--- src/snowball_params.svh ---
`ifndef SNOWBALL_PARAMS_SVH
`define SNOWBALL_PARAMS_SVH

// Cache line index, taken from address bits 7:0
`define SNOWBALL_IDX_W 8

// Translation table index, taken from address bits 15:8
`define SNOWBALL_TLB_IDX_W 8

// Entries in each request or fill queue
`define SNOWBALL_FIFO_DEPTH 4

`endif

--- src/cache_pkg.sv ---
`include "snowball_params.svh"

package cache_pkg;

  // ----------------------------------------------------------------------
  // Virtual address fields as the CPU presents them
  // ----------------------------------------------------------------------
  typedef logic [`SNOWBALL_IDX_W-1:0]     cache_idx_t;  // Bits 7:0
  typedef logic [`SNOWBALL_TLB_IDX_W-1:0] tlb_idx_t;    // Bits 15:8
  typedef logic [15:0]                    vtag_t;       // Bits 31:16

  // What a cache line remembers about its address
  typedef struct packed {
    vtag_t    page;  // Physical page tag
    tlb_idx_t tidx;  // Middle address bits
  } line_tag_t;

  // ----------------------------------------------------------------------
  // One posted operation towards the outside bus
  // ----------------------------------------------------------------------
  typedef struct packed {
    logic [31:0] addr;   // Physical, after translation
    logic [31:0] wdata;  // Unused for reads
    logic        write;
  } bus_req_t;

endpackage

--- src/bus_pkg.sv ---
`include "snowball_params.svh"

package bus_pkg;

  // ----------------------------------------------------------------------
  // Target decode on address bits 31:30
  // ----------------------------------------------------------------------
  typedef enum logic [1:0] {
    REGION_MEM = 2'b00,  // Also stands for 2'b01 and 2'b10
    REGION_DMA = 2'b11
  } region_t;

  function automatic region_t region_of(input logic [1:0] top_bits);
    if (top_bits == 2'b11)
      return REGION_DMA;
    return REGION_MEM;
  endfunction

  // ----------------------------------------------------------------------
  // Read data coming back to the cache
  // ----------------------------------------------------------------------
  typedef struct packed {
    logic [31:0]                data;  // Word to install and return
    logic [`SNOWBALL_IDX_W-1:0] idx;   // Line it belongs to
  } fill_rsp_t;

endpackage

--- src/mem_sequencer.sv ---
`timescale 1ns/1ns
`include "snowball_params.svh"

module mem_sequencer
  import cache_pkg::*;
  import bus_pkg::*;
(
  input  logic        CPU_CLK,
  input  logic        RST,
  input  logic        req_empty,
  input  bus_req_t    req_head,
  input  logic        fill_full,
  input  logic        mem_ack,
  input  logic [31:0] mem_rdata,
  input  logic        dma_wrte_ack,
  input  logic        dma_read_ack,
  input  logic [31:0] dma_rdata,
  output logic        req_pop,
  output logic        fill_push,
  output fill_rsp_t   fill_data,
  output logic        mem_do_act,
  output logic [31:0] mem_addr,
  output logic        mem_we,
  output logic [31:0] mem_wdata,
  output logic        dma_wrte,
  output logic        dma_read
);

  typedef enum logic [1:0] {
    ST_IDLE,
    ST_ISSUE,     // Head taken, level raised at the end of this cycle
    ST_WAIT_ACK,
    ST_FILL       // Read data waiting for room in the fill queue
  } seq_state_t;

  seq_state_t  state;
  region_t     head_region;
  logic        ack_seen;
  logic [31:0] rsp_word;

  assign head_region = region_of(req_head.addr[31:30]);
  assign req_pop     = (state == ST_ISSUE);
  assign fill_push   = (state == ST_FILL) && !fill_full;
  assign ack_seen    = (mem_do_act && mem_ack) ||
                       (dma_wrte && dma_wrte_ack) ||
                       (dma_read && dma_read_ack);
  assign rsp_word    = dma_read ? dma_rdata : mem_rdata;

  // ----------------------------------------------------------------------
  // Sequencer FSM and request levels
  // ----------------------------------------------------------------------
  always_ff @(posedge CPU_CLK)
  begin
    if (RST)
    begin
      state      <= ST_IDLE;
      mem_do_act <= 1'b0;
      dma_wrte   <= 1'b0;
      dma_read   <= 1'b0;
    end
    else
    begin
      case (state)
        ST_IDLE:
          if (!req_empty)
            state <= ST_ISSUE;
        ST_ISSUE:
        begin
          mem_do_act <= (head_region == REGION_MEM);
          dma_wrte   <= (head_region == REGION_DMA) && req_head.write;
          dma_read   <= (head_region == REGION_DMA) && !req_head.write;
          state      <= ST_WAIT_ACK;
        end
        ST_WAIT_ACK:
          if (ack_seen)
          begin
            mem_do_act <= 1'b0;  // Drops the cycle after the acknowledge
            dma_wrte   <= 1'b0;
            dma_read   <= 1'b0;
            state      <= mem_we ? ST_IDLE : ST_FILL;
          end
        ST_FILL:
          if (!fill_full)
            state <= ST_IDLE;
        default:
          state <= ST_IDLE;
      endcase
    end
  end

  // Address and data are shared by both targets
  always_ff @(posedge CPU_CLK)
  begin
    if (state == ST_ISSUE)
    begin
      mem_addr  <= req_head.addr;
      mem_we    <= req_head.write;
      mem_wdata <= req_head.wdata;
    end
    if ((state == ST_WAIT_ACK) && ack_seen && !mem_we)
    begin
      fill_data.data <= rsp_word;
      fill_data.idx  <= mem_addr[`SNOWBALL_IDX_W-1:0];
    end
  end

  a_mem_hold: assert property (@(posedge CPU_CLK) disable iff (RST)
    mem_do_act && !mem_ack |=> mem_do_act);

endmodule

--- config.mk ---
export PLATFORM = sky130hd
export DESIGN_NAME = mem_sequencer
export DESIGN_NICKNAME = d
export VERILOG_FILES = /design/src/cache_pkg.sv /design/src/bus_pkg.sv /design/src/mem_sequencer.sv
export VERILOG_INCLUDE_DIRS = /design/src
export SDC_FILE = /design/constraint.sdc
export NUM_CORES = 1
export LEC_CHECK = 0
export BUFFER_PORTS_ARGS = -buffer_cell sky130_fd_sc_hd__buf_2
export CORE_ASPECT_RATIO = 1.5
export CORE_MARGIN = 2
export CORE_UTILIZATION = 43
export CTS_BUF_LIST = sky130_fd_sc_hd__clkbuf_8
export CTS_CLUSTER_SIZE = 14
export DETAILED_ROUTE_END_ITERATION = 6
export PLACE_DENSITY = 0.93
export RECOVER_POWER = 25
export REMOVE_ABC_BUFFERS = 1
export SLEW_MARGIN = 20
export SYNTH_ARGS = -nofsm -noshare
export SYNTH_HDL_FRONTEND = slang
export SYNTH_SLANG_ARGS = --single-unit
--- constraint.sdc ---
create_clock -name CPU_CLK -period 5.7 [get_ports CPU_CLK]
set_clock_uncertainty 0.15 [all_clocks]
set_input_delay 0.57 -clock CPU_CLK [delete_from_list [all_inputs] [get_ports CPU_CLK]]
set_output_delay 0.57 -clock CPU_CLK [all_outputs]
set_load 0.005 [all_outputs]
[Word-level counts from Yosys, hierarchy flattened]
Cells that the tools add are included.
Storage, ports and cells
  output and inout port bits: 110
  bits in registers: 110
Operators by class
  reduce and logical (&&, ||, !) cells: 18
  muxes and demuxes: 13
  eq/ne operators: 8
Operators by type and width (number)
  2-to-1 mux 32 bit: 1
  2-to-1 mux 2 bit: 6
  == test 2 bit, second input constant: 4
  logical AND 1 bit: 8
  case mux 2 bit (4 select lines): 1
  inequality test 2 bit, second input constant: 3
  case mux 1 bit (2 select lines): 3
  logical NOT 2 bit: 2
  logical NOT 1 bit: 3
  AND reduction 3 bit: 1
  == test 2 x 1 -> 1 bit, second input constant: 1
  logical OR 1 bit: 2
  2-to-1 mux 1 bit: 2
  AND reduction 2 bit: 1
  nonzero test 2 bit: 1

[Logic depth before layout (Yosys ltp)]
Gate-level depths: netlist (run 1).
  depth in word-level cells: 6
  mapped depth: 4

[Least setup slack after synthesis (run 1)]
OpenSTA, ideal clock, no wires.
  path type: register to register
  from: register state[0]
  to: register dma_wrte
  cell stages (with the launch flop): 4
  setup slack: 1.480 ns
  required time: 5.432 ns
  arrival time: 3.952 ns
  cell sequence: dfxtp_1 -> nor2b_1 -> nor2_1 -> a32o_1
On the way
  longest elaborated chain between the ends: 3
  elaborated cells between the ends (all ways): 6
  classes of those cells: eq/ne (3); mux (1); reduce/logical (2)
Ends and longest elaborated chain
  from (decl): line mem_sequencer.sv:36  | seq_state_t state;
  from (signal assigned): line mem_sequencer.sv:80  | state <= mem_we ? ST_IDLE : ST_FILL;
  == test 2 x 1 -> 1 bit *
  via req_pop: line mem_sequencer.sv:18  | output logic req_pop,
  nonzero test 2 bit (no source line)
  AND reduction 2 bit (no source line)
  to (signal assigned): line mem_sequencer.sv:70  | dma_wrte <= (head_region == REGION_DMA) && req_head.write;
  to (decl): line mem_sequencer.sv:25  | output logic dma_wrte,
The timed path passes the listed nets; every way through them passes the cells marked *.
A chain may end at the register's enable or synchronous reset.

[Final worst setup path (run 1)]
  from: register state[0]
  to: output req_pop
On the way
  longest elaborated chain between the ends: 1
Ends and longest elaborated chain
  == test 2 x 1 -> 1 bit: line mem_sequencer.sv:42  | assign req_pop = (state == ST_ISSUE);
  to (decl): line mem_sequencer.sv:18
Every way passes these cells.

==> flow_summary_export.csv, run 1 <==
group,metric,value,unit
outcome,status,"complete, no violations",
job,cap_viol_max_count,0,
worst_setup_path,worst-r2r-setup-slack,3.13,ns
clock_tree,post_cts_buffers,0,
yosys,ys_seq_area_share,85.4,%
floorplanning,std_cell_rows,42,
clock_tree,cts_max_level,3,
floorplanning,fp.dieW,80.8,microns
yosys,yosysUniqueCellTypes,22,
worst_setup_path,cp.arrival,2.63,ns
worst_setup_path,setup.worst_path.start,"state[0]",
finish,regArea,0.00325,sq mm
yosys,async_flop_share,0,%
pwr,clkPwrFrac,28.2,%
clock_tree,cts_hold_buf,0,
floorplanning,die_h,119,microns
drt,routed_wirelength,8570,microns
placed_design,hpwlAfterDp,6810,microns
finish,nNetsFinal,563,
min_path,hp-class,"primary input to flip-flop",
drt,ant_nets,0,
worst_setup_path,setup.worst_path.start_class,"flip-flop",
clock_tree,cts_tree,"built",
sta,slew_viol_final,0,
sta,hold_viol_final,0,
pwr,p_total,0.00150,W
pwr,seqPwrFrac,62.9,%
drt,via_count,2584,
worst_setup_path,r2r.worst_path.cells,2,
sta,clock.fmax,0.298,GHz
yosys,synth.avg_cell_area,22.0,sq um
pwr,p_sw,0.000335,W
finish,fillers,662,
pwr,power.density,281,mW/mm^2
floorplanning,io_pins,246,
placed_design,io_buffer_count,245,
worst_setup_path,path_class,"flip-flop to output port",
clock_tree,cts_sinks,110,
global_route,grt_max_degree,56,
clock_tree,clk_pin_slew,0.10,ns
finish,final_util,61.3,%
clock_tree,insertion_delay,0.36,ns
sta,tightest_slew,1.08,ns
placed_design,gp_congestion,0.816,
min_path,min-delay-start,"req_head[40]",
worst_setup_path,required,4.98,ns
sta,maxSlewHeadroom,27.6,%
yosys,synth_edf_count,105,
sta,setup_viol,0,
floorplanning,die_area,0.00964,sq mm
placed_design,place_inst,526,
yosys,netlist_instances,173,
floorplanning,core_area,0.00872,sq mm
worst_setup_path,worst_r2r_startpoint,"state[0]",
pwr,power_frac_comb,8.9,%
worst_setup_path,path_max_fanout,55,
sta,finalCritPeriodShare,58.8,%
min_path,hold_end,"mem_addr[7]",
global_route,grt_pass1_wl,11900,microns
yosys,yosys_warnings,0,
clock_tree,post_cts_resized,0,
min_path,hold_depth,1,
drt,drt_pass1_iterations,5,
yosys,ys_seq_elements,110,
clock_tree,clockBufferDepth,2,
pwr,p_leak,2.24,nW
yosys,synth_ff_type,"edfxtp_1",
worst_setup_path,rr_endpoint,"mem_wdata[22]",
drt,drc_errors,0,
yosys,synth_area,0.00381,sq mm
finish,layout-drive-gt1-share,67.8,%
clock_tree,numCtsBuffers,9,
sta,fin_crit,3.35,ns
finish,area_delta_synth_final,40.3,%
drt,wl_per_cell,15.8,microns
worst_setup_path,endpoint_kind,"output port",
sta,grt_setup_unrepaired,"no",
drt,drtIter0Drc,108,
global_route,track_usage,17.2,%
global_route,antenna_found_initial,1,
pwr,switching_share,22.3,%
clock_tree,cts_root_buf,"clkbuf_8",
global_route,grt_overflow,0,
global_route,grt_pass1_vias,2702,
finish,multi_input_area,529,sq um
drt,vias_per_cell,4.76,
sta,fin_tns_setup,0,ns
floorplanning,initial_core_util,43.7,%
pwr,p_int,0.00117,W
finish,final_cells,543,
pwr,vdd_drop_max,0.242,mV
[critical path: stages (launching register included)]
cell	delay, ns
dfxtp_1	0.46
nor2b_1	0.89
buf_4	0.67
buf_2	0.23
[cells in the mapped netlist (all sizes together) (2+ instances only)]
library cell    n  area share, %
mux2           33            9.9
nor2            6           0.59
o21ai           2           0.26
buf             4           0.69
edfxtp        105             83
dfxtp           5            2.6
nand2           2           0.20
inv             2           0.20
a21oi           2           0.26
nor2b           2           0.33
[flip-flops by register name, indices dropped and copies added, names as in the netlist]
| signal | flops |
|---|---|
| fill_data | 40 |
| mem_addr | 32 |
| mem_wdata | 32 |
| state | 2 |
| dma_read | 1 |
| dma_wrte | 1 |
| mem_do_act | 1 |
| mem_we | 1 |
[power by group through the flow]
stage           logic, W  clock network, W  registers, W
2_1_floorplan  0.0000372                 0      0.000971
3_3_place_gp    0.000130                 0      0.000962
3_5_place_dp    0.000136                 0      0.000964
4_1_cts         0.000136          0.000436      0.000945
5_1_grt         0.000145          0.000469      0.000948
6_report        0.000133          0.000424      0.000945
[logic make-up after synthesis]
family,count (synthesis),share of synthesized area (%)
flops,110,85.4
compound gates,10,2.07
simple gates,14,1.77
mux,33,9.86
buf+inv,6,0.887
[per-stage QoR]
| step | hold WS, ns | cell area, sq um | worst slack [ns] |
|---|---|---|---|
| 5_1_grt | 0.188 | 5340 | 2.14 |
| 3_5_place_dp | 0.289 | 5180 | 3.17 |
| 4_1_cts | 0.197 | 5360 | 2.86 |
| 6_report | 0.221 | 5350 | 2.35 |
| 3_3_place_gp | 0.281 | 5180 | 3.29 |
| 2_1_floorplan | 0.302 | 3780 | 1.48 |
[worst max-delay path by stage]
stage | end | cells past startpoint | slack [ns]
3_5_place_dp | fill_data[7] | 4 | 3.17
2_1_floorplan | dma_wrte | 3 | 1.48
4_1_cts | req_pop | 3 | 2.86
6_report | req_pop | 3 | 2.35
5_1_grt | req_pop | 3 | 2.14
3_3_place_gp | fill_data[2] | 4 | 3.29
[layout make-up]
class / count / area share, %
diodes: 1 / 0.0468
clock buffers: 9 / 2.32
clock inverters: 7 / 1.03
inverters: 2 / 0.140
multi-input cells: 57 / 9.90
flip-flops and latches: 110 / 60.9
well taps: 110 / 2.57
repair buffers: 247 / 23.1
[cell usage in the layout (no fill, tap or decap), drive strengths merged, types with 2 or more instances in the layout]
cell,n
nor2b,2
mux2,33
dfxtp,5
clkinv,3
nor2,6
o21ai,2
buf,243
a21oi,2
nand2,2
clkbuf,13
inv,6
edfxtp,105
[metal layers]
| layer | GRT usage, % | part of all wire (%) | vias to the layer above |
|---|---|---|---|
| met5 | 0 | 0 | - |
| met4 | 9.85 | 3.1 | 0 |
| met3 | 8.03 | 14 | 19 |
| met2 | 31.7 | 53 | 216 |
| met1 | 14.0 | 30 | 1154 |
| li1 | - | - | 1195 |
Power figures use the tool's default switching activity.
==> run 2: changes to the inputs <==
--- a/config.mk
+++ b/config.mk
@@ -6,14 +6,15 @@
 export SDC_FILE = /design/constraint.sdc
 export NUM_CORES = 1
 export LEC_CHECK = 0
+export ABC_AREA = 1
 export BUFFER_PORTS_ARGS = -buffer_cell sky130_fd_sc_hd__buf_2
 export CORE_ASPECT_RATIO = 1.5
 export CORE_MARGIN = 2
-export CORE_UTILIZATION = 43
+export CORE_UTILIZATION = 44
 export CTS_BUF_LIST = sky130_fd_sc_hd__clkbuf_8
 export CTS_CLUSTER_SIZE = 14
 export DETAILED_ROUTE_END_ITERATION = 6
-export PLACE_DENSITY = 0.93
+export PLACE_DENSITY = 0.95
 export RECOVER_POWER = 25
 export REMOVE_ABC_BUFFERS = 1
 export SLEW_MARGIN = 20
==> constraint.sdc (replaced) <==
create_clock -name CPU_CLK -period 3.1 [get_ports CPU_CLK]
set_clock_uncertainty 0.15 [all_clocks]
set_input_delay 0.31 -clock CPU_CLK [delete_from_list [all_inputs] [get_ports CPU_CLK]]
set_output_delay 0.31 -clock CPU_CLK [all_outputs]
set_load 0.005 [all_outputs]
==> run 2 against run 1 <==
Compared with the run above: worst setup slack worse by 1.1 ns; flip-flop and latch count unchanged; highest routed layer is now met5; die area is 1.0% lower; via count rose by 12%; final cell count increased by 14%; critical endpoint unchanged; critical path depth stayed put; clock power up 86%; worst hold slack got worse by 0.13 ns; count of clock-buffer cells in the layout is the same.
==> flow_summary_export.csv, run 2 <==
group,metric,value,unit
worst_setup_path,path_max_fanout,11,
outcome,status,"complete, no violations",
yosys,netlist_instances,186,
global_route,track_usage,22.2,%
finish,final_util,71.4,%
global_route,grt_pass1_vias,3030,
placed_design,hpwlAfterDp,6900,microns
yosys,synth_most_common_cell,"edfxtp_1",
worst_setup_path,rr_endpoint,"dma_wrte",
worst_setup_path,required,2.64,ns
floorplanning,fp.dieW,80.4,microns
sta,hold_viol_final,0,
yosys,synth.avg_cell_area,20.7,sq um
global_route,grt_max_degree,41,
sta,finalCritPeriodShare,60.3,%
global_route,grt_pass1_wl,15300,microns
pwr,p_leak,2.54,nW
finish,final_common_cell,"buf_2",
drt,wl_per_cell,17.0,microns
finish,final_cell_mix,"buf_2 (233), edfxtp_1 (105), dlygate4sd3_1 (66)",
yosys,synth_ff_type,"edfxtp_1",
worst_setup_path,path_class,"flip-flop to output port",
placed_design,io_buffer_count,245,
job,cap_viol_max_count,0,
placed_design,gp_congestion,0.773,
sta,clock.fmax,0.535,GHz
finish,largest-register,"fill_data",
finish,area_delta_synth_final,56.7,%
sta,setup_viol,0,
clock_tree,clockBufferDepth,2,
pwr,p_int,0.00253,W
worst_setup_path,setup.worst_path.start_class,"flip-flop",
clock_tree,cts_tree,"built",
worst_setup_path,worst-r2r-setup-slack,1.36,ns
finish,nNetsFinal,644,
yosys,synth_area,0.00386,sq mm
drt,via_count,2886,
drt,ant_nets,0,
pwr,power.density,574,mW/mm^2
sta,slew_viol_final,0,
worst_setup_path,endpoint_kind,"output port",
drt,vias_per_cell,4.65,
clock_tree,numCtsBuffers,9,
clock_tree,clk_pin_slew,0.11,ns
clock_tree,post_cts_resized,0,
floorplanning,die_area,0.00954,sq mm
yosys,synth_common_cells,"edfxtp_1 (105), mux2_2 (32), nand2_1 (11)",
clock_tree,cts_root_buf,"clkbuf_8",
yosys,yosysUniqueCellTypes,16,
pwr,power_frac_comb,19.6,%
yosys,ys_seq_area_share,84.4,%
yosys,yosys_warnings,0,
floorplanning,io_pins,246,
drt,drc_errors,0,
pwr,p_sw,0.000941,W
yosys,ys_seq_elements,110,
finish,antenna_cells,0,
drt,drtIter0Drc,91,
global_route,grt_overflow,0,
sta,maxSlewHeadroom,69.0,%
pwr,switching_share,27.1,%
sta,fin_crit,1.87,ns
clock_tree,cts_max_level,3,
floorplanning,std_cell_rows,41,
min_path,hp-class,"primary input to flip-flop",
worst_setup_path,worst_r2r_startpoint,"state[0]",
yosys,synth_edf_count,105,
yosys,synth_top_area_share,81.8,%
min_path,min-delay-start,"dma_rdata[3]",
yosys,async_flop_share,0,%
clock_tree,insertion_delay,0.36,ns
clock_tree,cts_sinks,110,
drt,drt_pass1_iterations,6,
floorplanning,die_h,119,microns
finish,top_regs,"fill_data (40), mem_addr (32), mem_wdata (32)",
finish,largest_reg_flops,40,
finish,layout-drive-gt1-share,56.5,%
yosys,synth.area.top_cells,"edfxtp_1 (82%), mux2_2 (9.3%), dfxtp_1 (2.6%), buf_6 (1.2%), nand2_1 (1.1%)",
pwr,clkPwrFrac,22.8,%
sta,tightest_slew,0.464,ns
min_path,hold_depth,2,
yosys,synth_top_cell_by_area,"edfxtp_1",
sta,grt_setup_unrepaired,"no",
pwr,vdd_drop_max,0.507,mV
floorplanning,core_area,0.00846,sq mm
drt,routed_wirelength,10500,microns
worst_setup_path,r2r.worst_path.cells,5,
sta,fin_tns_setup,0,ns
global_route,antenna_found_initial,1,
min_path,hold_end,"fill_data[11]",
floorplanning,initial_core_util,45.6,%
pwr,seqPwrFrac,57.6,%
worst_setup_path,cp.arrival,1.41,ns
==> run 2: changes by cell type after synthesis, moves of 2 or more <==
cell / change
nand2_1: +9
nand3_1: +7
nor2_1: -5
a21oi_1: +4
buf_2: -3
buf_6: +3
inv_2: +3
inv_1: +2
nor2_4: +2
nor2b_1: -2
o21ai_0: -2
==> run 2: worst max-delay path by stage <==
stage / cells past startpoint / slack [ns] / to / start
6_report: 3 / 1.23 / req_pop / state[0]
5_1_grt: 3 / 1.11 / req_pop / state[0]
4_1_cts: 3 / 1.22 / req_pop / state[0]
3_5_place_dp: 5 / 1.37 / dma_wrte / state[0]
3_3_place_gp: 5 / 1.43 / fill_data[4] / state[1]
2_1_floorplan: 4 / 0.34 / fill_data[0] / dma_read
==> run 2: kinds of logic (layout without fill, tap and decap cells) <==
kind of cell,count (synthesis),in the layout,share of synthesized area (%)
DFF,110,110,84.4
muxes,32,32,9.34
buffers and inverters,12,339,1.95
AOI/OAI and AO/OA,7,7,0.908
and+or+nand+nor,25,25,3.44
==> run 2: what timing repair did <==
action / 4_1_cts / 5_1_grt
buffers inserted: 0 / 0
endpoints found under the hold margin: 66 / 0
hold buffers: 66 / 0
==> run 2: power by group through the flow <==
stage | clock network, W | registers (W) | logic [W]
4_1_cts | 0.000797 | 0.00199 | 0.000675
5_1_grt | 0.000878 | 0.00202 | 0.000740
3_3_place_gp | 0 | 0.00201 | 0.000579
3_5_place_dp | 0 | 0.00202 | 0.000610
2_1_floorplan | 0 | 0.00205 | 0.000206
6_report | 0.000790 | 0.00200 | 0.000680
==> run 2: metrics by stage <==
| step | hold slack [ns] | instance area [sq um] | power [W] | cells | setup slack (ns) |
|---|---|---|---|---|---|
| finish | 0.0926 | 6040 | 0.00347 | 620 | 1.23 |
| global route | 0.0644 | 6040 | 0.00364 | 620 | 1.11 |
| CTS | 0.0781 | 6060 | 0.00346 | 620 | 1.22 |
| global placement | 0.281 | 5210 | 0.00259 | 538 | 1.43 |
| detailed placement | 0.284 | 5210 | 0.00263 | 538 | 1.37 |
| floorplan | 0.229 | 3810 | 0.00226 | 182 | 0.343 |
==> run 2: critical path, cell delays in order, from the launching register on <==
cell and delay (ns):
dfxtp_1 0.47, inv_2 0.09, nor2_4 0.30, buf_2 0.19
==> run 2: final cells by class <==
class / instances / area (sq um)
clock buffers: 9 / 124
clock inverters: 7 / 61.3
fillers: 528 / 2420
inverters: 8 / 30.0
multi-input cells: 64 / 528
flip-flops and latches: 110 / 3250
well taps: 107 / 134
repair buffers: 315 / 1910
==> run 2: metal layers <==
| layer | global-route usage (%) | up-vias | routed length (microns) |
|---|---|---|---|
| li1 | - | 1355 | - |
| met1 | 23.7 | 1281 | 3590 |
| met2 | 39.3 | 223 | 5430 |
| met3 | 8.02 | 25 | 1210 |
| met4 | 8.26 | 2 | 289 |
| met5 | 0 | - | 14 |
