<file path="src/snowball_params.svh">
`ifndef SNOWBALL_PARAMS_SVH
`define SNOWBALL_PARAMS_SVH

// Cache line index, taken from address bits 7:0
`define SNOWBALL_IDX_W 8

// Translation table index, taken from address bits 15:8
`define SNOWBALL_TLB_IDX_W 8

// Entries in each request or fill queue
`define SNOWBALL_FIFO_DEPTH 4

`endif

</file>
<file path="src/req_fifo.sv">
`timescale 1ns/1ns
`include "snowball_params.svh"

module req_fifo #(
  parameter type payload_t = logic [31:0]
) (
  input  logic     CPU_CLK,
  input  logic     RST,
  input  logic     push,
  input  payload_t push_data,
  input  logic     pop,
  output payload_t head,
  output logic     full,
  output logic     empty
);

  localparam int DEPTH = `SNOWBALL_FIFO_DEPTH;
  localparam int PTR_W = $clog2(DEPTH);

  payload_t         slots [DEPTH];
  logic [PTR_W-1:0] wr_ptr, rd_ptr;
  logic [PTR_W:0]   count;
  logic             do_push, do_pop;

  function automatic logic [PTR_W-1:0] ptr_inc(input logic [PTR_W-1:0] p);
    return (p == PTR_W'(DEPTH - 1)) ? '0 : p + 1'b1;
  endfunction

  assign head    = slots[rd_ptr];  // Fall-through head
  assign full    = (count == (PTR_W + 1)'(DEPTH));
  assign empty   = (count == '0);
  assign do_push = push && !full;
  assign do_pop  = pop && !empty;

  always_ff @(posedge CPU_CLK)
  begin
    if (RST)
    begin
      wr_ptr <= '0;
      rd_ptr <= '0;
      count  <= '0;
    end
    else
    begin
      if (do_push)
        wr_ptr <= ptr_inc(wr_ptr);
      if (do_pop)
        rd_ptr <= ptr_inc(rd_ptr);
      if (do_push && !do_pop)
        count <= count + 1'b1;
      else if (do_pop && !do_push)
        count <= count - 1'b1;
    end
  end

  always_ff @(posedge CPU_CLK)
  begin
    if (do_push)
      slots[wr_ptr] <= push_data;
  end

  a_no_underflow: assert property (@(posedge CPU_CLK) disable iff (RST) !(pop && empty));
  a_no_overflow:  assert property (@(posedge CPU_CLK) disable iff (RST) !(push && full));

endmodule

</file>
<file path="config.mk">
export PLATFORM = sky130hd
export DESIGN_NAME = req_fifo
export DESIGN_NICKNAME = d
export VERILOG_FILES = /design/src/req_fifo.sv
export VERILOG_INCLUDE_DIRS = /design/src
export SDC_FILE = /design/constraint.sdc
export NUM_CORES = 1
export LEC_CHECK = 0
export BUFFER_PORTS_ARGS = -buffer_cell sky130_fd_sc_hd__buf_2
export CAP_MARGIN = 20
export CORE_MARGIN = 4
export CORE_UTILIZATION = 30
export CTS_CLUSTER_SIZE = 25
export DETAILED_ROUTE_END_ITERATION = 10
export PLACE_DENSITY = 0.48
export SYNTH_ARGS = -nofsm -noshare
export SYNTH_HDL_FRONTEND = slang
export SYNTH_SLANG_ARGS = --single-unit
export TNS_END_PERCENT = 10
</file>
<file path="constraint.sdc">
create_clock -name CPU_CLK -period 3.1 [get_ports CPU_CLK]
set_clock_uncertainty 0.2 [all_clocks]
set_input_delay 0.465 -clock CPU_CLK [delete_from_list [all_inputs] [get_ports CPU_CLK]]
set_output_delay 0.465 -clock CPU_CLK [all_outputs]
set_load 0.02 [all_outputs]
</file>
* After elaboration in Yosys (flattened, before gate mapping)
Memory sizes are Yosys's and may differ from the RTL's. A register that Yosys moved wholly into a read port is not among the register bits.
Index checks and enable logic that the tools add are counted.
** Cells by class
- $add $sub $neg :: 4
- Eq/ne operators :: 3
- Muxes and demuxes :: 8
- Reductions and logical operators :: 10
** Operators with widths (number)
- $mux W2 :: 4
- $mux W3 :: 2
- $add A2 B1 Y2 const B :: 2
- $eq A2 B2 Y1 const B :: 2
- $logic_and A1 B1 Y1 :: 4
- $logic_not A1 Y1 :: 4
- $add A3 B1 Y3 const B :: 1
- $eq A3 B3 Y1 const B :: 1
- $logic_not A3 Y1 :: 1
- $sub A3 B1 Y3 const B :: 1
- $mux W1 :: 2
- $reduce_bool A2 Y1 :: 1
** Storage, ports and cells
- Flip-flop bits (word level) :: 7
- Bits in writable memories :: 128
- Output and inout port bits :: 34
- Logic and storage cells :: 29
- Memories :: 1
** Memories
- slots :: words 4, width 32, read ports 1, clocked after memory_dff 1, write ports 1, line req_fifo.sv:20 : payload_t slots [DEPTH];

* Longest topological paths before layout
Gate-level depths: netlist (run 1).
- Word-level depth :: 7
- Mapped depth :: 10
- Depth with buffers taken out :: 9

* Worst setup path after synthesis (run 1)
Ideal clock, no wire load.
- Path type :: flip-flop to flip-flop
- Start point :: register count[0]
- End point :: register count[2]
- Setup time :: 0.070 ns
- Arrival time :: 2.143 ns
- Required time :: 2.830 ns
- Setup slack :: 0.687 ns
- Cell stages (with the launch flop) :: 11
- Path buffers :: 1
- Period minus slack after synthesis :: 2.413 ns
- Path through :: dfxtp_1 or3b_1 buf_6 clkinv_4 nor2_2 ha_1 inv_1 fa_1 xor2_1 or3_2 a21oi_1
** Between the ends
- Cells in the longest elaborated chain, start to end :: 6
- Elaborated cells between the ends (all ways) :: 15
** Ends and longest elaborated chain
- from (decl) :: line req_fifo.sv:22 : logic [PTR_W:0] count;
- from (signal assigned) :: line req_fifo.sv:50 : count <= count + 1'b1;
- from (signal assigned) :: line req_fifo.sv:52 : count <= count - 1'b1;
- $eq A3 B3 Y1 (*) :: line req_fifo.sv:30 : assign full = (count == (PTR_W + 1)'(DEPTH));
- named net full :: line req_fifo.sv:13 : output logic full,
- $logic_not A1 Y1 (*) :: line req_fifo.sv:32 : assign do_push = push && !full;
- $logic_and A1 B1 Y1 (*) :: line req_fifo.sv:32
- named net do_push :: line req_fifo.sv:23 : logic do_push, do_pop;
- $logic_not A1 Y1 :: line req_fifo.sv:51 : else if (do_pop && !do_push)
- $logic_and A1 B1 Y1 :: line req_fifo.sv:51
- $reduce_bool A2 Y1 (no source line)
Mark *: on every way through the listed nets, which the timed path passes. The rest lies on a longest branch. The select of a mux whose other input is x is not followed.
A chain may end at the register's enable or synchronous reset.

==> results of run 1 <==
-- metrics by stage --
step                      instance area, um2  total power [mW]  std cells  hold slack, ns
final                                   6400              5.70        538          0.0704
after global routing                    6400              5.97        538          0.0462
after CTS                               6400              5.81        538          0.0440
after detailed placement                5750              3.59        506           0.299
after global placement                  5750              3.58        506           0.286
after floorplan                         5100              3.17        217           0.263
-- layout by cell type, fill, tap and decap left out, drive strengths merged --
cell,instances
a21oi,3
and3,4
buf,78
bufinv,5
clkbuf,17
clkinv,6
clkinvlp,2
dfxtp,9
edfxtp,128
fa,1
ha,6
inv,7
mux2i,2
mux4,32
nand2,1
nand3,2
nor2,4
nor3,2
o21ai,2
o31ai,2
or3,2
or3b,1
xor2,2
-- Yosys cell counts, drive strengths merged --
master  number
edfxtp     128
mux4        32
dfxtp        9
buf          8
ha           6
and3         4
inv          4
nor2         4
a21oi        3
mux2i        2
nand3        2
nor3         2
o21ai        2
o31ai        2
or3          2
xor2         2
clkbuf       1
clkinv       1
fa           1
nand2        1
or3b         1
-- state kept, by name, indices dropped and copies added (netlist names), named ones only --
register and flops:
rd_ptr 2, slots 128, wr_ptr 2, count 3
-- metal layers --
metal | wire length, um | GRT usage, %
met5 | 7 | 0
met4 | 114 | 4.37
met3 | 579 | 4.42
met2 | 4990 | 17.3
met1 | 4100 | 13.0
-- critical path, cell delays in order (launching register included) --
cell and delay, ns:
dfxtp_2 0.49, buf_12 0.29, mux4_2 0.57, buf_2 0.18
-- cell type report --
| cell class | count | area, um2 | area share (%) |
|---|---|---|---|
| Multi-Input combinational cell | 66 | 997 | 15.6 |
| Inverter | 5 | 23.8 | 0.372 |
| Clock buffer | 17 | 425 | 6.65 |
| Timing Repair Buffer | 78 | 425 | 6.65 |
| Tap cell | 220 | 275 | 4.30 |
| Clock inverter | 15 | 223 | 3.48 |
| Sequential cell | 137 | 4030 | 62.9 |
-- cell families (layout without fill, tap and decap cells) --
kind of cell | after synthesis | in the layout | share of synthesized area [%]
buf+inv | 14 | 115 | 1.52
compound gates | 7 | 7 | 0.981
simple gates | 16 | 16 | 1.84
mux | 34 | 34 | 14.5
flops | 137 | 137 | 78.9
xor+xnor | 2 | 2 | 0.344
fa+ha+maj | 7 | 7 | 1.87
-- how the worst max path moves through the flow --
stage | cells past startpoint | endpoint
after floorplan | 10 | count[2]$_SDFFE_PP0P_
after global placement | 9 | count[2]$_SDFFE_PP0P_
after detailed placement | 9 | count[2]$_SDFFE_PP0P_
after CTS | 3 | head[24]
after global routing | 9 | count[2]$_SDFFE_PP0P_
final | 3 | head[6]
-- power groups by stage --
stage	registers, mW	clock network (mW)	logic, mW
detailed placement	2.36	0	1.23
global placement	2.36	0	1.22
finish	2.32	2.20	1.18
floorplan	2.32	0	0.849
CTS	2.33	2.26	1.23
global route	2.34	2.33	1.29
==> impl_metrics.tcl, run 1 <==
set metrics [dict create \
    syn_area_um2 5100 \
    fin_crit_ns 2.62 \
    r2r-end "count[2]$_SDFFE_PP0P_" \
    n_fill_cell 1535 \
    yosys.area.top_type "edfxtp_1" \
    critical_path.endpoint_type "primary output" \
    grt-ovfl-total 0 \
    hold_start "push_data[29]" \
    p_seq_share_pct 40.7 \
    worstPathRequired_ns 2.43 \
    start_util_pct 30.6 \
    arrival_ns 1.96 \
    port_buffers 69 \
    drt-total-wl_mm 9.79 \
    rows 47 \
    post-route-period-util_pct 84.6 \
    vias 2412 \
    cts_tree "done" \
    area_delta_synth_final_pct 25.4 \
    drive_gt1_share_pct 47.8 \
    setup_viol 0 \
    slew_headroom_pct 60.7 \
    yosysUniqueCellTypes 27 \
    fp.dieW_um 138 \
    hold_end "slots[2][29]$_DFFE_PP_" \
    ctsHoldBuffers 0 \
    p_sw_mw 1.52 \
    die_area_um2 19100 \
    clock_sinks 137 \
    swShare_pct 26.7 \
    h-tree-depth 4 \
    slew_viol_final 0 \
    wire_per_inst_um 18.2 \
    core_um2 16600 \
    ys_seq_area_share_pct 78.9 \
    antenna_found_initial 1 \
    syn_inst 217 \
    rsz0062_at_grt "false" \
    hold_violations 0 \
    r2r_setup_slack_ns 0.53 \
    setup_ws_ns 0.479 \
    r2r-start "count[0]$_SDFFE_PP0P_" \
    cts-resized-gates 0 \
    die_height_um 138 \
    grt_pass1_vias 2669 \
    critPathKind "register to primary output" \
    gp_congestion 0.664 \
    ys_seq_elements 137 \
    tns_ns 0 \
    final_util_pct 38.4 \
    status "finished clean" \
    clk_pin_slew_ns 0.06 \
    clk_latency_ns 0.41 \
    grt_pass1_wl_mm 15.4 \
    cellInternalPower_mw 4.18 \
    ios 70 \
    drt_iter0_drc 104 \
    antenna_left 0 \
    track_usage_pct 10.8 \
    synth_area_leaders "edfxtp_1 75%, mux4_2 14%, dfxtp_1 3.5%, ha_1 1.5%, and3_2 0.59%" \
    drc_errors 0 \
    reg2reg_depth 9 \
    worstHoldPathCells 1 \
    nets 348 \
    dp.final_hpwl_mm 5.89 \
    hp-class "input port to register" \
    start_kind "register" \
    num_antenna_cells 0 \
    p_leak_nw 2.20 \
    drv_cap 0 \
    grt_max_degree 33 \
    cts_buffer_depth 2 \
    fmax_ghz 0.382 \
    comb_power_share_pct 20.8 \
    dr.pass1.iters 4 \
    avgViaCountPerCell 4.48 \
    syn_nets 260 \
    postCtsSetupBuffers 0 \
    yosysWarnings 0 \
    p_clk_share_pct 38.5 \
    synth_top_area_share_pct 75.4 \
    ir_worst_vdd_uv 479 \
    avgSynthCellArea_um2 23.5 \
    cts_buffers 17 \
    p_per_area_nw_per_um2 891 \
    worstMarginPinSlew_ns 0.590 \
    place_ws_ns 0.534 \
    cts_root_buf "clkbuf_16" \
    cp_max_fo 26 \
]
No activity file was read; power rests on OpenSTA's default activity.
==> run 2: changes to the inputs <==
--- a/config.mk
+++ b/config.mk
@@ -6,6 +6,7 @@
 export SDC_FILE = /design/constraint.sdc
 export NUM_CORES = 1
 export LEC_CHECK = 0
+export ABC_AREA = 1
 export BUFFER_PORTS_ARGS = -buffer_cell sky130_fd_sc_hd__buf_2
 export CAP_MARGIN = 20
 export CORE_MARGIN = 4
==> constraint.sdc (replaced) <==
create_clock -name CPU_CLK -period 2.49 [get_ports CPU_CLK]
set_clock_uncertainty 0.2 [all_clocks]
set_input_delay 0.3735 -clock CPU_CLK [delete_from_list [all_inputs] [get_ports CPU_CLK]]
set_output_delay 0.3735 -clock CPU_CLK [all_outputs]
set_load 0.02 [all_outputs]
==> run 2 against run 1 <==
Against the previous run:
- first-iteration DRC count up 87%
- non-clock buffer count increased by 38
- via count increased by 37%
- critical path depth increased by 1
- synthesized cell count rose by 75%
- die area rose by 3.3%
- register-to-register slack got worse by 0.03 ns
- utilization increased by 1.1 points
- global-route usage rose by 1.4 points
- sequential power is 25% higher
- combinational power grew 90%
- cell area grew 7.0%
==> impl_metrics.tcl, run 2 <==
set metrics [dict create \
    status "finished clean" \
    start_kind "register" \
    track_usage_pct 12.2 \
    post-route-period-util_pct 90.9 \
    area_delta_synth_final_pct 29.6 \
    fin_crit_ns 2.26 \
    slew_viol_final 0 \
    fp.dieW_um 141 \
    ys_seq_area_share_pct 76.2 \
    slew_headroom_pct 73.4 \
    grt-ovfl-total 0 \
    ir_worst_vdd_uv 472 \
    rows 48 \
    yosysMostFrequentCell "edfxtp_1" \
    syn_inst 380 \
    mostFrequentLayoutCells "128 x edfxtp_1, 77 x nor2_1, 69 x buf_2" \
    h-tree-depth 4 \
    stdcell_area_um2 6840 \
    avgSynthCellArea_um2 13.9 \
    antenna_left 0 \
    yosysUniqueCellTypes 21 \
    rsz0062_at_grt "false" \
    cts_root_buf "clkbuf_16" \
    yosys.area.top_type "edfxtp_1" \
    fmax_ghz 0.442 \
    regMostFlops "slots" \
    synth_top_area_share_pct 72.8 \
    clock_sinks 137 \
    grt_pass1_wl_mm 18.3 \
    clk_pin_slew_ns 0.06 \
    placed_area_um2 5910 \
    nets 539 \
    cts-resized-gates 0 \
    syn_nets 423 \
    avgViaCountPerCell 4.49 \
    power_mw 7.66 \
    die_area_um2 19800 \
    critical_path.endpoint_type "primary output" \
    start_util_pct 30.5 \
    synth-async-reset-ratio_pct 0 \
    port_buffers 69 \
    arrival_ns 1.69 \
    antenna_found_initial 0 \
    p_leak_nw 2.49 \
    synth_area_leaders "edfxtp_1 73%, nor2_1 5.8%, o22ai_1 3.8%, o21ai_0 3.5%, dfxtp_1 3.4%" \
    cts_buffer_depth 2 \
    num_antenna_cells 0 \
    synth.cells.most_frequent "128 x edfxtp_1, 81 x nor2_1, 37 x o21ai_0, 32 x o22ai_1, 28 x o21ai_1" \
    setup_ws_ns 0.226 \
    drive_gt1_share_pct 23.6 \
    layout_commonest_cell "edfxtp_1" \
    gp_congestion 0.669 \
    drc_errors 0 \
    ios 70 \
    worstPathRequired_ns 1.92 \
    largest_register_ffs 128 \
    dr.pass1.iters 4 \
    worstHoldPathCells 3 \
    clk_latency_ns 0.41 \
    ys_seq_elements 137 \
    setup_viol 0 \
    cts_buffers 17 \
    place_ws_ns 0.516 \
    worstMarginPinSlew_ns 0.399 \
    p_per_area_nw_per_um2 1120 \
    synth-edff-count 128 \
    hold_violations 0 \
    hold-worst-slack_ns 0.0720 \
    dp.final_hpwl_mm 6.88 \
    drt-total-wl_mm 11.5 \
    die_height_um 141 \
    vias 3294 \
    cts_tree "done" \
    cp_max_fo 24 \
    critPathKind "register to primary output" \
    drt_iter0_drc 194 \
    reg2reg_depth 12 \
    grt_max_degree 65 \
    yosysWarnings 0 \
    syn_area_um2 5280 \
    hp-class "input port to register" \
    wire_per_inst_um 15.7 \
    ys.flop_type "edfxtp_1" \
    core_um2 17300 \
    drv_cap 0 \
    postCtsSetupBuffers 0 \
    reg_top3 "slots: 128 flops, count: 3 flops" \
    grt_pass1_vias 3319 \
]
-- run 2: final cells by class --
class | count | area (um2)
Multi-Input combinational cell | 206 | 1050
Clock inverter | 14 | 173
Timing Repair Buffer | 116 | 806
Clock buffer | 18 | 429
Inverter | 18 | 75.1
Tap cell | 225 | 282
Sequential cell | 137 | 4030
Fill cell | 1699 | 10500
-- run 2: power by group --
group	switching (mW)	total (mW)	internal [mW]	leakage (nW)
logic	1.52	2.24	0.722	0.964
registers	0.0957	2.91	2.82	1.25
clock network	0.932	2.51	1.58	0.281
total	2.55	7.66	5.11	2.49
-- run 2: repair_timing --
| item | CTS | global route |
|---|---|---|
| hold endpoints to repair | 129 | 0 |
| endpoints found under the setup margin | 0 | 0 |
| hold buffers | 33 | 0 |
-- run 2: per-stage QoR --
stage                     util (%)  TNS [ns]  std cells
after CTS                     39.6         0        734
after floorplan                  -    -22.98        380
after global placement        34.2         0        669
after global routing          39.6         0        734
after detailed placement      34.2         0        669
final                         39.6         0        734
-- run 2: logic make-up (layout without fill, tap and decap cells) --
| logic type | Yosys count | in the layout | share of synthesized area (%) |
|---|---|---|---|
| adders and majority gates | 7 | 7 | 1.80 |
| and+or+nand+nor | 99 | 99 | 7.25 |
| buffers and inverters | 37 | 166 | 4.41 |
| DFF | 137 | 137 | 76.2 |
| xor gates and xnor gates | 1 | 1 | 0.166 |
| AOI/OAI and AO/OA | 99 | 99 | 10.1 |
-- run 2: path summary, 6_finish.rpt --
path	from	endpoint	slack, ns
hold / removal	push	wr_ptr[1]$_SDFFE_PP0P_	0.07
hold reg to reg	count[1]$_SDFFE_PP0P_	count[1]$_SDFFE_PP0P_	0.32
setup / recovery	register	head[26]	0.23
setup reg to reg	count[0]$_SDFFE_PP0P_	count[2]$_SDFFE_PP0P_	0.50
-- run 2: critical path, stage by stage, from the launching register on --
cell	delay, ns
dfxtp_2	0.40
buf_4	0.30
o21ai_0	0.14
o22ai_1	0.23
buf_2	0.21
-- run 2: routing by layer --
layer	track usage [%]	share of wire, %
met1	15.9	47
met2	19.5	48
met3	4.10	5.0
met4	3.52	0.55
met5	0	0
==> run 3: changes to the inputs <==
--- a/config.mk
+++ b/config.mk
@@ -6,7 +6,6 @@
 export SDC_FILE = /design/constraint.sdc
 export NUM_CORES = 1
 export LEC_CHECK = 0
-export ABC_AREA = 1
 export BUFFER_PORTS_ARGS = -buffer_cell sky130_fd_sc_hd__buf_2
 export CAP_MARGIN = 20
 export CORE_MARGIN = 4
==> run 3 against run 2 <==
Against the previous run:
- total power fell by 12%
- die area is 3.2% lower
- via count is 24% lower
- critical path depth grew 5
- combinational power shrank 30%
- register-to-register slack got worse by 0.39 ns
- utilization up 0.24 points
- non-clock buffer count fell by 8
- sequential share of layout area rose by 2.0 points
- first-iteration DRC count fell by 38%
- hold slack got worse by 0.035 ns
- highest routed layer unchanged
==> impl_metrics.tcl, run 3 (synthesis gave the netlist of run 1 again) <==
set metrics [dict create \
    dp.final_hpwl_mm 5.58 \
    ir_worst_vdd_uv 502 \
    ios 70 \
    p_leak_nw 2.28 \
    clk_latency_ns 0.41 \
    start_util_pct 30.6 \
    drive_gt1_share_pct 43.4 \
    reg_top3 "slots: 128 flops, count: 3 flops" \
    hold_violations 0 \
    path_buf_inv 2 \
    port_buffers 69 \
    drt-total-wl_mm 9.71 \
    setup_ws_ns 0.106 \
    hold-worst-slack_ns 0.0371 \
    cts_tree "done" \
    wire_per_inst_um 17.2 \
    critPathKind "register to register" \
    cp_max_fo 5 \
    clk_pin_slew_ns 0.05 \
    grt-ovfl-total 0 \
    placed_area_um2 5730 \
    clock_sinks 137 \
    post-route-period-util_pct 95.7 \
    nets 378 \
    fp.dieW_um 138 \
    grt_pass1_vias 2751 \
    largest_register_ffs 128 \
    place_ws_ns -0.0322 \
    h-tree-depth 4 \
    rsz0062_at_grt "false" \
    rows 47 \
    crit_slowest_cell "or3_2" \
    critical_path.endpoint_type "register" \
    arrival_ns 2.52 \
    stdcell_area_um2 6620 \
    path_cells "or3b_4 -> clkinv_4 -> nor2_4 -> ha_2 -> inv_1 -> fa_1 -> xor2_1 -> or3_2 -> a21oi_2" \
    fmax_ghz 0.420 \
    worstPathRequired_ns 2.63 \
    drv_cap 0 \
    dr.pass1.iters 4 \
    slew_viol_final 0 \
    regMostFlops "slots" \
    drt_iter0_drc 120 \
    slowest_delay_ns 0.42 \
    critPathTopFamily "simple AND/OR/NAND/NOR gates" \
    fin_crit_ns 2.38 \
    grt_max_degree 33 \
    worstMarginPinSlew_ns 0.937 \
    track_usage_pct 10.8 \
    core_um2 16600 \
    layout_commonest_cell "edfxtp_1" \
    die_height_um 138 \
    area_delta_synth_final_pct 29.9 \
    mostFrequentLayoutCells "128 x edfxtp_1, 69 x buf_2, 32 x mux4_2, 32 x dlygate4sd3_1, 17 x clkbuf_16" \
    p_per_area_nw_per_um2 1020 \
    cts_buffers 17 \
    hp-class "input port to register" \
    cts_root_buf "clkbuf_16" \
    num_antenna_cells 0 \
    cts_buffer_depth 2 \
    die_area_um2 19100 \
    grt_pass1_wl_mm 15.4 \
    drc_errors 0 \
    setup_viol 0 \
    antenna_found_initial 0 \
    vias 2491 \
    slew_headroom_pct 37.5 \
    start_kind "register" \
    antenna_left 0 \
    avgViaCountPerCell 4.40 \
    gp_congestion 0.721 \
    status "finished clean" \
    tns_ns 0 \
]
run 3: power by group:
part | internal (mW) | total (mW) | switching (mW) | leakage [nW]
clock network | 1.44 | 2.31 | 0.875 | 0.261
logic | 0.687 | 1.56 | 0.873 | 0.770
registers | 2.80 | 2.89 | 0.0872 | 1.25
total | 4.92 | 6.76 | 1.84 | 2.28
run 3: layout make-up:
type,count,area (um2)
clock buffers,18,429
clock inverters,12,110
fillers,1509,10000
inverters,5,23.8
multi-input cells,66,1020
flip-flops and latches,137,4030
well taps,220,275
repair buffers,108,734
run 3: final timing paths:
kind,start,to,slack [ns],cells after the start
worst max-delay path,count[2]$_SDFFE_PP0P_,count[2]$_SDFFE_PP0P_,0.11,9
worst min-delay path,RST,count[2]$_SDFFE_PP0P_,0.04,2
worst max register to register,count[2]$_SDFFE_PP0P_,count[2]$_SDFFE_PP0P_,0.11,9
worst min register to register,rd_ptr[0]$_SDFFE_PP0P_,register,0.31,2
run 3: metal layers:
layer / global-route usage [%] / part of all wire (%) / wire, um / vias up
met4: 4.52 / 1.8 / 175 / 0
met5: 0 / 0 / 0 / -
li1: - / - / - / 1142
met2: 17.0 / 50 / 4810 / 60
met1: 13.1 / 44 / 4250 / 1274
met3: 4.39 / 4.9 / 476 / 15
run 3: metrics by stage:
step | instances | util (%) | power (mW)
6_report | 566 | 39.8 | 6.76
5_1_grt | 566 | 39.8 | 7.09
4_1_cts | 565 | 39.7 | 6.87
3_5_place_dp | 503 | 34.4 | 4.46
3_3_place_gp | 503 | 34.4 | 4.45
2_1_floorplan | 217 | - | 3.95
run 3: repair_timing:
action / in CTS / in global routing
endpoints found under the hold margin: 128 / 0
gates resized for setup: 4 / 5
hold buffers: 32 / 0
endpoints found under the setup margin: 1 / 3
setup buffers: 0 / 1
pin swaps: 0 / 0
